<file path="src/tracker_pkg.sv">
package tracker_pkg;

  // pixel coordinate widths for a 1280x720 frame
  localparam int HCOUNT_W = 11;
  localparam int VCOUNT_W = 10;

  // one colour or chroma channel after widening
  localparam int CHAN_W = 8;

  // coordinate sums and hit count
  // worst case 1280*720 hits at hcount 1279 is still below 2^32
  localparam int SUM_W = 32;

  // pixel in to mask bit out
  // widen, multiply, sum, compare
  localparam int DETECT_LATENCY = 4;

  // rgb565 word from the camera
  // raw view for the bus, field view for the colour math
  typedef union packed {
    logic [15:0] raw;
    struct packed {
      // msb end of the word
      logic [4:0] red;
      logic [5:0] green;
      // lsb end
      logic [4:0] blue;
    } fields;
  } pixel565_u;

endpackage

</file>
<file path="src/mask_if.sv">
`timescale 1ns/10ps

// mask bits with their pixel coordinates, already aligned by the detector
interface mask_if import tracker_pkg::*; ();

  logic                valid;
  logic [HCOUNT_W-1:0] hcount;
  logic [VCOUNT_W-1:0] vcount;
  // one hit per target colour with red on cr and blue on cb
  logic                cr_hit;
  logic                cb_hit;
  // one-cycle pulse that always follows the last pixel mask of a frame
  logic                frame_end;

  // detector side
  modport src (
    output valid, hcount, vcount, cr_hit, cb_hit, frame_end
  );

  // accumulator side shared by both trackers
  modport dst (
    input valid, hcount, vcount, cr_hit, cb_hit, frame_end
  );

endinterface

</file>
<file path="src/chroma_detect.sv">
`timescale 1ns/10ps

module chroma_detect import tracker_pkg::*; #(
  parameter logic [CHAN_W-1:0] CR_LOW  = 8'd160,
  parameter logic [CHAN_W-1:0] CR_HIGH = 8'd240,
  parameter logic [CHAN_W-1:0] CB_LOW  = 8'd160,
  parameter logic [CHAN_W-1:0] CB_HIGH = 8'd240
) (
  input  logic                clk_camera,
  input  logic                sys_rst_pixel,
  input  logic                pixel_valid_i,
  input  logic [HCOUNT_W-1:0] pixel_hcount_i,
  input  logic [VCOUNT_W-1:0] pixel_vcount_i,
  input  pixel565_u           pixel_data_i,
  input  logic                frame_end_i,
  mask_if.src                 mask_o
);

  // the largest product 112*255 fits in 15 bits unsigned
  localparam int PROD_W = 15;
  // room for the sign and one subtract
  localparam int ACC_W = PROD_W + 2;

  // stage 1 holds the channels widened to 8 bits
  logic [CHAN_W-1:0] red_s1;
  logic [CHAN_W-1:0] green_s1;
  logic [CHAN_W-1:0] blue_s1;
  // stage 2 holds the coefficient products
  // signs are applied in the next stage
  logic [PROD_W-1:0] cr_r_s2;
  logic [PROD_W-1:0] cr_g_s2;
  logic [PROD_W-1:0] cr_b_s2;
  logic [PROD_W-1:0] cb_r_s2;
  logic [PROD_W-1:0] cb_g_s2;
  logic [PROD_W-1:0] cb_b_s2;
  logic signed [ACC_W-1:0] cr_sum;
  logic signed [ACC_W-1:0] cb_sum;
  logic signed [ACC_W-1:0] cr_shift;
  logic signed [ACC_W-1:0] cb_shift;
  // stage 3 holds chroma with the 128 offset
  logic [CHAN_W-1:0] cr_s3;
  logic [CHAN_W-1:0] cb_s3;
  // stage 4 holds the bound compares
  logic cr_hit_s4;
  logic cb_hit_s4;
  // sideband delay lines with one entry per stage
  logic [DETECT_LATENCY-1:0] valid_pipe;
  logic [DETECT_LATENCY-1:0] frame_end_pipe;
  logic [HCOUNT_W-1:0]       hcount_pipe [DETECT_LATENCY];
  logic [VCOUNT_W-1:0]       vcount_pipe [DETECT_LATENCY];

  // widen each field by zero-filling its low bits
  always_ff @(posedge clk_camera) begin
    red_s1   <= {pixel_data_i.fields.red, 3'b000};
    green_s1 <= {pixel_data_i.fields.green, 2'b00};
    blue_s1  <= {pixel_data_i.fields.blue, 3'b000};
  end

  always_ff @(posedge clk_camera) begin
    // cr = 112r - 94g - 18b
    cr_r_s2 <= PROD_W'(red_s1) * 15'd112;
    cr_g_s2 <= PROD_W'(green_s1) * 15'd94;
    cr_b_s2 <= PROD_W'(blue_s1) * 15'd18;
    // cb = -38r - 74g + 112b
    cb_r_s2 <= PROD_W'(red_s1) * 15'd38;
    cb_g_s2 <= PROD_W'(green_s1) * 15'd74;
    cb_b_s2 <= PROD_W'(blue_s1) * 15'd112;
  end

  // signed sum then floor divide by 256
  always_comb begin
    cr_sum   = ACC_W'(cr_r_s2) - ACC_W'(cr_g_s2) - ACC_W'(cr_b_s2);
    cb_sum   = ACC_W'(cb_b_s2) - ACC_W'(cb_r_s2) - ACC_W'(cb_g_s2);
    cr_shift = cr_sum >>> 8;
    cb_shift = cb_sum >>> 8;
  end

  // result always lands in 18..236, so the low byte is exact
  always_ff @(posedge clk_camera) begin
    cr_s3 <= cr_shift[CHAN_W-1:0] + 8'd128;
    cb_s3 <= cb_shift[CHAN_W-1:0] + 8'd128;
  end

  // inclusive window on each chroma channel
  always_ff @(posedge clk_camera) begin
    cr_hit_s4 <= (cr_s3 >= CR_LOW) && (cr_s3 <= CR_HIGH);
    cb_hit_s4 <= (cb_s3 >= CB_LOW) && (cb_s3 <= CB_HIGH);
  end

  // strobes walk alongside the pixel
  always_ff @(posedge clk_camera) begin
    if (sys_rst_pixel) begin
      valid_pipe     <= '0;
      frame_end_pipe <= '0;
    end else begin
      valid_pipe     <= {valid_pipe[DETECT_LATENCY-2:0], pixel_valid_i};
      frame_end_pipe <= {frame_end_pipe[DETECT_LATENCY-2:0], frame_end_i};
    end
  end

  // coordinates follow the same delay as the strobes
  always_ff @(posedge clk_camera) begin
    hcount_pipe[0] <= pixel_hcount_i;
    vcount_pipe[0] <= pixel_vcount_i;
    for (int i = 1; i < DETECT_LATENCY; i++) begin
      hcount_pipe[i] <= hcount_pipe[i-1];
      vcount_pipe[i] <= vcount_pipe[i-1];
    end
  end

  assign mask_o.valid     = valid_pipe[DETECT_LATENCY-1];
  assign mask_o.hcount    = hcount_pipe[DETECT_LATENCY-1];
  assign mask_o.vcount    = vcount_pipe[DETECT_LATENCY-1];
  assign mask_o.cr_hit    = cr_hit_s4;
  assign mask_o.cb_hit    = cb_hit_s4;
  assign mask_o.frame_end = frame_end_pipe[DETECT_LATENCY-1];

endmodule

</file>
<file path="src/centroid_divider.sv">
`timescale 1ns/10ps

module centroid_divider import tracker_pkg::*; (
  input  logic             clk_camera,
  input  logic             sys_rst_pixel,
  input  logic             start_i,
  input  logic [SUM_W-1:0] dividend_i,
  input  logic [SUM_W-1:0] divisor_i,
  output logic [SUM_W-1:0] quotient_o,
  output logic             busy_o,
  output logic             done_o
);

  localparam int CNT_W = $clog2(SUM_W + 1);

  // partial remainder stays below the divisor
  logic [SUM_W-1:0] rem_q;
  // dividend bits leave at the top while quotient bits enter at the bottom
  logic [SUM_W-1:0] quot_q;
  logic [SUM_W-1:0] div_q;
  // iterations left
  logic [CNT_W-1:0] count_q;
  // the extra msb is set when the subtract went negative
  logic [SUM_W:0]   trial;

  assign trial = {rem_q, quot_q[SUM_W-1]} - {1'b0, div_q};

  // start is only taken when idle
  always_ff @(posedge clk_camera) begin
    if (sys_rst_pixel) begin
      busy_o  <= 1'b0;
      done_o  <= 1'b0;
      count_q <= '0;
    end else begin
      done_o <= 1'b0;
      if (busy_o) begin
        count_q <= count_q - 1'b1;
        // last quotient bit goes in on this edge
        if (count_q == CNT_W'(1)) begin
          busy_o <= 1'b0;
          done_o <= 1'b1;
        end
      end else if (start_i) begin
        busy_o  <= 1'b1;
        count_q <= CNT_W'(SUM_W);
      end
    end
  end

  always_ff @(posedge clk_camera) begin
    if (!busy_o && start_i) begin
      rem_q  <= '0;
      quot_q <= dividend_i;
      div_q  <= divisor_i;
    end else if (busy_o) begin
      // restore on a negative trial and keep the difference otherwise
      if (trial[SUM_W]) begin
        rem_q <= {rem_q[SUM_W-2:0], quot_q[SUM_W-1]};
      end else begin
        rem_q <= trial[SUM_W-1:0];
      end
      quot_q <= {quot_q[SUM_W-2:0], ~trial[SUM_W]};
    end
  end

  assign quotient_o = quot_q;

endmodule

</file>
<file path="src/centroid_accum.sv">
`timescale 1ns/10ps

module centroid_accum import tracker_pkg::*; #(
  // 0 tracks the cr mask, 1 tracks the cb mask
  parameter bit USE_CB = 1'b0
) (
  input  logic                clk_camera,
  input  logic                sys_rst_pixel,
  mask_if.dst                 mask_i,
  output logic [HCOUNT_W-1:0] x_o,
  output logic [VCOUNT_W-1:0] y_o,
  output logic                update_o
);

  logic             lane_hit;
  logic             pixel_hit;
  // running totals for the frame in progress
  logic [SUM_W-1:0] sum_x;
  logic [SUM_W-1:0] sum_y;
  logic [SUM_W-1:0] hit_count;
  logic             div_start;
  logic             div_busy;
  logic             div_done;
  logic [SUM_W-1:0] quot_x;
  logic [SUM_W-1:0] quot_y;
  logic             x_busy;
  logic             y_busy;
  logic             x_done;
  logic             y_done;

  assign lane_hit  = USE_CB ? mask_i.cb_hit : mask_i.cr_hit;
  assign pixel_hit = mask_i.valid && lane_hit;

  // both dividers start together and finish together
  assign div_busy = x_busy || y_busy;
  assign div_done = x_done && y_done;

  // empty frames and frames ending mid-divide are not reported
  assign div_start = mask_i.frame_end && (hit_count != '0) && !div_busy;

  // dividers latch the totals on start, so clearing here is safe
  always_ff @(posedge clk_camera) begin
    if (sys_rst_pixel) begin
      sum_x     <= '0;
      sum_y     <= '0;
      hit_count <= '0;
    end else if (mask_i.frame_end) begin
      sum_x     <= '0;
      sum_y     <= '0;
      hit_count <= '0;
    end else if (pixel_hit) begin
      sum_x     <= sum_x + SUM_W'(mask_i.hcount);
      sum_y     <= sum_y + SUM_W'(mask_i.vcount);
      hit_count <= hit_count + 1'b1;
    end
  end

  // mean x = sum of hcount / hits
  centroid_divider i_div_x (
    .clk_camera    (clk_camera),
    .sys_rst_pixel (sys_rst_pixel),
    .start_i       (div_start),
    .dividend_i    (sum_x),
    .divisor_i     (hit_count),
    .quotient_o    (quot_x),
    .busy_o        (x_busy),
    .done_o        (x_done)
  );

  // mean y = sum of vcount / hits
  centroid_divider i_div_y (
    .clk_camera    (clk_camera),
    .sys_rst_pixel (sys_rst_pixel),
    .start_i       (div_start),
    .dividend_i    (sum_y),
    .divisor_i     (hit_count),
    .quotient_o    (quot_y),
    .busy_o        (y_busy),
    .done_o        (y_done)
  );

  // a mean never exceeds the largest coordinate, so truncation is lossless
  always_ff @(posedge clk_camera) begin
    if (sys_rst_pixel) begin
      x_o      <= '0;
      y_o      <= '0;
      update_o <= 1'b0;
    end else begin
      update_o <= div_done;
      if (div_done) begin
        x_o <= quot_x[HCOUNT_W-1:0];
        y_o <= quot_y[VCOUNT_W-1:0];
      end
    end
  end

endmodule

</file>
<file path="src/color_tracker_top.sv">
`timescale 1ns/10ps

module color_tracker_top import tracker_pkg::*; #(
  parameter logic [CHAN_W-1:0] CR_LOW  = 8'd160,
  parameter logic [CHAN_W-1:0] CR_HIGH = 8'd240,
  parameter logic [CHAN_W-1:0] CB_LOW  = 8'd160,
  parameter logic [CHAN_W-1:0] CB_HIGH = 8'd240
) (
  input  logic                clk_camera,
  input  logic                sys_rst_pixel,
  // pixel stream, one pixel per valid strobe
  input  logic                pixel_valid_i,
  input  logic [HCOUNT_W-1:0] pixel_hcount_i,
  input  logic [VCOUNT_W-1:0] pixel_vcount_i,
  input  logic [15:0]         pixel_data_i,
  input  logic                frame_end_i,
  // red target centroid
  output logic [HCOUNT_W-1:0] cr_x_o,
  output logic [VCOUNT_W-1:0] cr_y_o,
  output logic                cr_update_o,
  // blue target centroid
  output logic [HCOUNT_W-1:0] cb_x_o,
  output logic [VCOUNT_W-1:0] cb_y_o,
  output logic                cb_update_o
);

  pixel565_u pixel_word;

  mask_if i_mask ();

  assign pixel_word.raw = pixel_data_i;

  chroma_detect #(
    .CR_LOW  (CR_LOW),
    .CR_HIGH (CR_HIGH),
    .CB_LOW  (CB_LOW),
    .CB_HIGH (CB_HIGH)
  ) i_detect (
    .clk_camera     (clk_camera),
    .sys_rst_pixel  (sys_rst_pixel),
    .pixel_valid_i  (pixel_valid_i),
    .pixel_hcount_i (pixel_hcount_i),
    .pixel_vcount_i (pixel_vcount_i),
    .pixel_data_i   (pixel_word),
    .frame_end_i    (frame_end_i),
    .mask_o         (i_mask)
  );

  // red tracker on the cr lane
  centroid_accum #(.USE_CB(1'b0)) i_cr_accum (
    .clk_camera    (clk_camera),
    .sys_rst_pixel (sys_rst_pixel),
    .mask_i        (i_mask),
    .x_o           (cr_x_o),
    .y_o           (cr_y_o),
    .update_o      (cr_update_o)
  );

  // blue tracker on the cb lane
  centroid_accum #(.USE_CB(1'b1)) i_cb_accum (
    .clk_camera    (clk_camera),
    .sys_rst_pixel (sys_rst_pixel),
    .mask_i        (i_mask),
    .x_o           (cb_x_o),
    .y_o           (cb_y_o),
    .update_o      (cb_update_o)
  );

endmodule

</file>
<file path="config.mk">
export PLATFORM = sky130hd
export DESIGN_NAME = color_tracker_top
export DESIGN_NICKNAME = d
export VERILOG_FILES = /design/src/tracker_pkg.sv /design/src/mask_if.sv /design/src/chroma_detect.sv /design/src/centroid_divider.sv /design/src/centroid_accum.sv /design/src/color_tracker_top.sv
export SDC_FILE = /design/constraint.sdc
export NUM_CORES = 2
export LEC_CHECK = 0
export ABC_AREA = 0
export BUFFER_PORTS_ARGS = -buffer_cell sky130_fd_sc_hd__buf_4
export CAP_MARGIN = 10
export CORE_ASPECT_RATIO = 1.2
export CORE_MARGIN = 5
export CORE_UTILIZATION = 31
export DETAILED_ROUTE_END_ITERATION = 10
export PLACE_DENSITY = 0.54
export SETUP_SLACK_MARGIN = 0.15
export SKIP_LAST_GASP = 1
export SLEW_MARGIN = 20
export SYNTH_ARGS = -nofsm -noshare
export SYNTH_HDL_FRONTEND = slang
export SYNTH_SLANG_ARGS = --single-unit
export TNS_END_PERCENT = 20
</file>
<file path="constraint.sdc">
create_clock -name clk_camera -period 4.44 [get_ports clk_camera]
set_input_delay 0.888 -clock clk_camera [delete_from_list [all_inputs] [get_ports clk_camera]]
set_output_delay 0.888 -clock clk_camera [all_outputs]
set_load 0.005 [all_outputs]
</file>
==> run_results.csv <==
group,metric,value,unit
detailed_routing,avgViaCountPerCell,4.776,
critical_path,critPathMaxFanout,37,
sta,max_freq,277.7,MHz
synthesis,async_flop_share,0,%
sta,fin_ws,0.8390,ns
die,num_io_pins,85,
die,coreArea,0.1335,mm^2
critical_path,critPathArrivalTime,4.11,ns
place,port_buffers,84,
critical_path,crit_type,"flip-flop to flip-flop",
power,p_leak,19.64,nW
critical_path,crit_family,"compound AO/OA/AOI/OAI gates",
synthesis,synthTopCellsByCount,"812 x nand2_1, 577 x dfxtp_1, 329 x a21oi_1, 310 x inv_1, 288 x ha_1",
finish,top_register,"i_detect.hcount_pipe",
clocking,cts_tree,"built",
critical_path,path_cells,"inv_1, ha_1, fa_1, nor2b_1, o31a_1, o2111a_1, nand2b_4, a31oi_2, o31ai_2, a41oi_2, xnor2_4, buf_4, mux2i_1, mux2i_1",
clocking,root_buffer,"clkbuf_16",
hold_path,hold_path.class,"input port to flip-flop",
sta,worstMarginPinSlew,1.053,ns
synthesis,synth_edf_count,256,
sta,fin_skew,0.04688,ns
synthesis,synth_ff_type,"dfxtp_1",
critical_path,crit_buf_inv,2,
global_routing,antenna_found_initial,0,
clocking,clk_path_buf_depth,3,
finish,final_nets,4934,
global_routing,grt_max_degree,77,
synthesis,syn_nets,4889,
sta,max_slew_margin,29.61,%
detailed_routing,dr.pass1.iters,5,
clocking,cts.sinks,833,
detailed_routing,drt-initial-drc-count,1670,
synthesis,ys_types,83,
critical_path,worst_setup_path_start_kind,"flip-flop",
sta,hold_violations,0,
clocking,cts_made_buffers,90,
synthesis,yosysTopAreaCell,"dfxtp_1",
sta,maxSlewViolCount,0,
sta,min_period,3.601,ns
critical_path,cpMaxStageDelayCell,"fa_1",
clocking,cts_hold_buf,0,
sta,tns,0,ns
power,power_density,442.4,mW/mm^2
critical_path,cp-endpoint,"i_cb_accum.i_div_x.rem_q[6]$_SDFFE_PP0P_",
synthesis,synth.top_cells.by_area,"dfxtp_1 28%, edfxtp_1 18%, ha_1 8.7%",
power,peakVddDrop,327.2,uV
synthesis,synth_cells,4514,
synthesis,synth_top_area_share,27.80,%
die,start_util,31.12,%
critical_path,r2r-end,"i_cb_accum.i_div_x.rem_q[6]$_SDFFE_PP0P_",
synthesis,synth_top_family_by_area,"simple AND/OR/NAND/NOR gates",
clocking,cts.clk_slew.worst_paths,0.06,ns
synthesis,synth.cell_area,0.04155,mm^2
die,fp.dieH,411.1,um
clocking,htreeDepth,3,
finish,syn_to_final_growth,13.97,%
detailed_routing,drc,0,
global_routing,grt_use_total,13.58,%
synthesis,yosysSeqAreaShare,46.30,%
finish,largest_reg_flops,44,
critical_path,reg2reg_slack,0.84,ns
synthesis,avgSynthCellArea,9.205,um^2
die,dieArea,0.1415,mm^2
finish,final_core_util,35.47,%
die,die_w,344.2,um
critical_path,rr_worst_depth,14,
global_routing,grt_pass1_vias,30250,
sta,rsz0062_at_grt,"false",
critical_path,reg2reg_from,"i_cb_accum.i_div_x.quotient_o[31]$_DFFE_PP_",
detailed_routing,ant_nets,0,
place,dp_slack,0.8212,ns
run,max-cap-violations,0,
synthesis,synth_fa_ha_area_share,10.89,%
synthesis,synth-xor-area-share,6.429,%
sta,finalSetupViolations,0,
synthesis,synth-simple-area-share,17.02,%
clocking,cts_resized,0,
global_routing,grt_overflow,0,
detailed_routing,wl_per_cell,15.19,um
detailed_routing,via_count,30690,
synthesis,ys_seq_elements,833,
sta,finalCritPeriodShare,81.10,%
status,outcome,"finished clean",
place,place.gp.congestion,0.8145,
critical_path,critPathMostFrequentCell,"mux2i_1",
critical_path,crit_start,"i_cb_accum.i_div_x.quotient_o[31]$_DFFE_PP_",
finish,drive_gt1_share,6.793,%
critical_path,cp.depth,14,
critical_path,worst_ep_required_time,4.94,ns
die,rows,147,
finish,reg_top3,"i_detect.hcount_pipe x44, i_detect.vcount_pipe x40",
place,post-dp-hpwl,68070,um
critical_path,end_kind,"flip-flop",
global_routing,grt_pass1_wl,158900,um
critical_path,cp_slowest_stage_delay,0.41,ns
finish,antennaDiodeCount,0,
synthesis,yosysWarnings,0,
synthesis,synth_mux_area_share,0.7769,%
clocking,insertion_delay,0.69,ns
synthesis,synth_compound_area_share,14.15,%
synthesis,synth.most_common_cell,"nand2_1",
detailed_routing,drt-total-wl,97610,um
clocking,cts_setup_buffers,0,
==> power breakdown <==
part	switching [W]	total [W]	internal, W
sequential	0.000306	0.00861	0.00830
clock	0.00331	0.00809	0.00478
combinational	0.00236	0.00425	0.00189
==> routing by layer <==
layer  global-route usage (%)  part of all wire [%]  up-vias  routed length, um
met3                    2.054                   4.1      137               3980
met1                    18.13                    47    14410              46350
met4                    4.231                   2.3        0               2245
met2                    22.66                    46      464              45030
li1                         -                     -    15670                  -
met5                        0                     0        -                  0
==> cells in the final DEF, fill, tap and decap left out, types with 10 or more instances in the layout <==
master / synthesis / routed
and3_1: 46 / 46
o21ai_0: 205 / 205
edfxtp_1: 256 / 256
nor4_1: 19 / 19
and2_1: 18 / 18
nor3_1: 52 / 52
xor2_1: 145 / 143
bufinv_16: 0 / 12
dfxtp_1: 577 / 574
a21oi_1: 329 / 329
a21o_1: 88 / 88
a31o_2: 12 / 12
clkbuf_1: 150 / 16
o21a_1: 29 / 29
nand4_1: 50 / 50
nand2_1: 812 / 812
inv_1: 310 / 308
clkbuf_16: 0 / 94
a211oi_1: 20 / 20
a22o_1: 38 / 38
o31ai_1: 10 / 10
a32oi_1: 11 / 11
or3_1: 45 / 45
a31oi_1: 20 / 20
mux2i_1: 30 / 30
nor2b_1: 39 / 39
nand3b_1: 10 / 10
clkinv_2: 0 / 17
o211ai_1: 46 / 46
nor2_1: 280 / 279
nand3_1: 146 / 146
nand2b_1: 41 / 41
and4_1: 11 / 11
o21bai_1: 35 / 35
buf_4: 1 / 124
fa_1: 46 / 46
xnor2_1: 155 / 155
ha_1: 288 / 288
==> cell families (layout without fill, tap and decap cells) <==
kind of cell / Yosys count / count (layout)
DFF: 833 / 833
AOI/OAI and AO/OA: 936 / 936
muxes: 32 / 32
buffers and inverters: 483 / 606
and+or+nand+nor: 1594 / 1594
xor gates and xnor gates: 302 / 302
adders and majority gates: 334 / 334
==> stage by stage <==
stage          std cells  hold slack [ns]  area, um^2  total power, W
6_report            6425           0.2941       47360         0.02095
4_1_cts             6425           0.2383       47360         0.02126
3_3_place_gp        6255           0.3137       44120         0.01301
5_1_grt             6425           0.2509       47360         0.02218
2_1_floorplan       4514           0.3096       41550         0.01212
3_5_place_dp        6255           0.3121       44120         0.01304
==> worst min-delay path by stage <==
stage | to | slack (ns) | depth (start not counted) | from
after floorplan | i_detect.hcount_pipe[1][0]$_DFF_P_ | 0.31 | 0 | i_detect.hcount_pipe[0][0]$_DFF_P_
after global placement | i_detect.hcount_pipe[1][6]$_DFF_P_ | 0.31 | 0 | i_detect.hcount_pipe[0][6]$_DFF_P_
after detailed placement | i_detect.hcount_pipe[1][5]$_DFF_P_ | 0.31 | 0 | i_detect.hcount_pipe[0][5]$_DFF_P_
after CTS | i_detect.vcount_pipe[0][9]$_DFF_P_ | 0.24 | 1 | pixel_vcount_i[9]
after global routing | i_detect.hcount_pipe[0][7]$_DFF_P_ | 0.25 | 1 | pixel_hcount_i[7]
final | i_detect.hcount_pipe[0][9]$_DFF_P_ | 0.29 | 1 | pixel_hcount_i[9]
==> area by class of cell <==
| cell class | instances | area (um^2) |
|---|---|---|
| clock buffer | 119 | 2536 |
| clock inverter | 51 | 706.9 |
| fill | 13720 | 86170 |
| inverter | 311 | 1170 |
| multi-input combinational | 3198 | 20520 |
| sequential | 833 | 19240 |
| tap | 1788 | 2237 |
| timing repair buffer | 125 | 950.9 |
No activity file was read; power rests on OpenSTA's default activity.
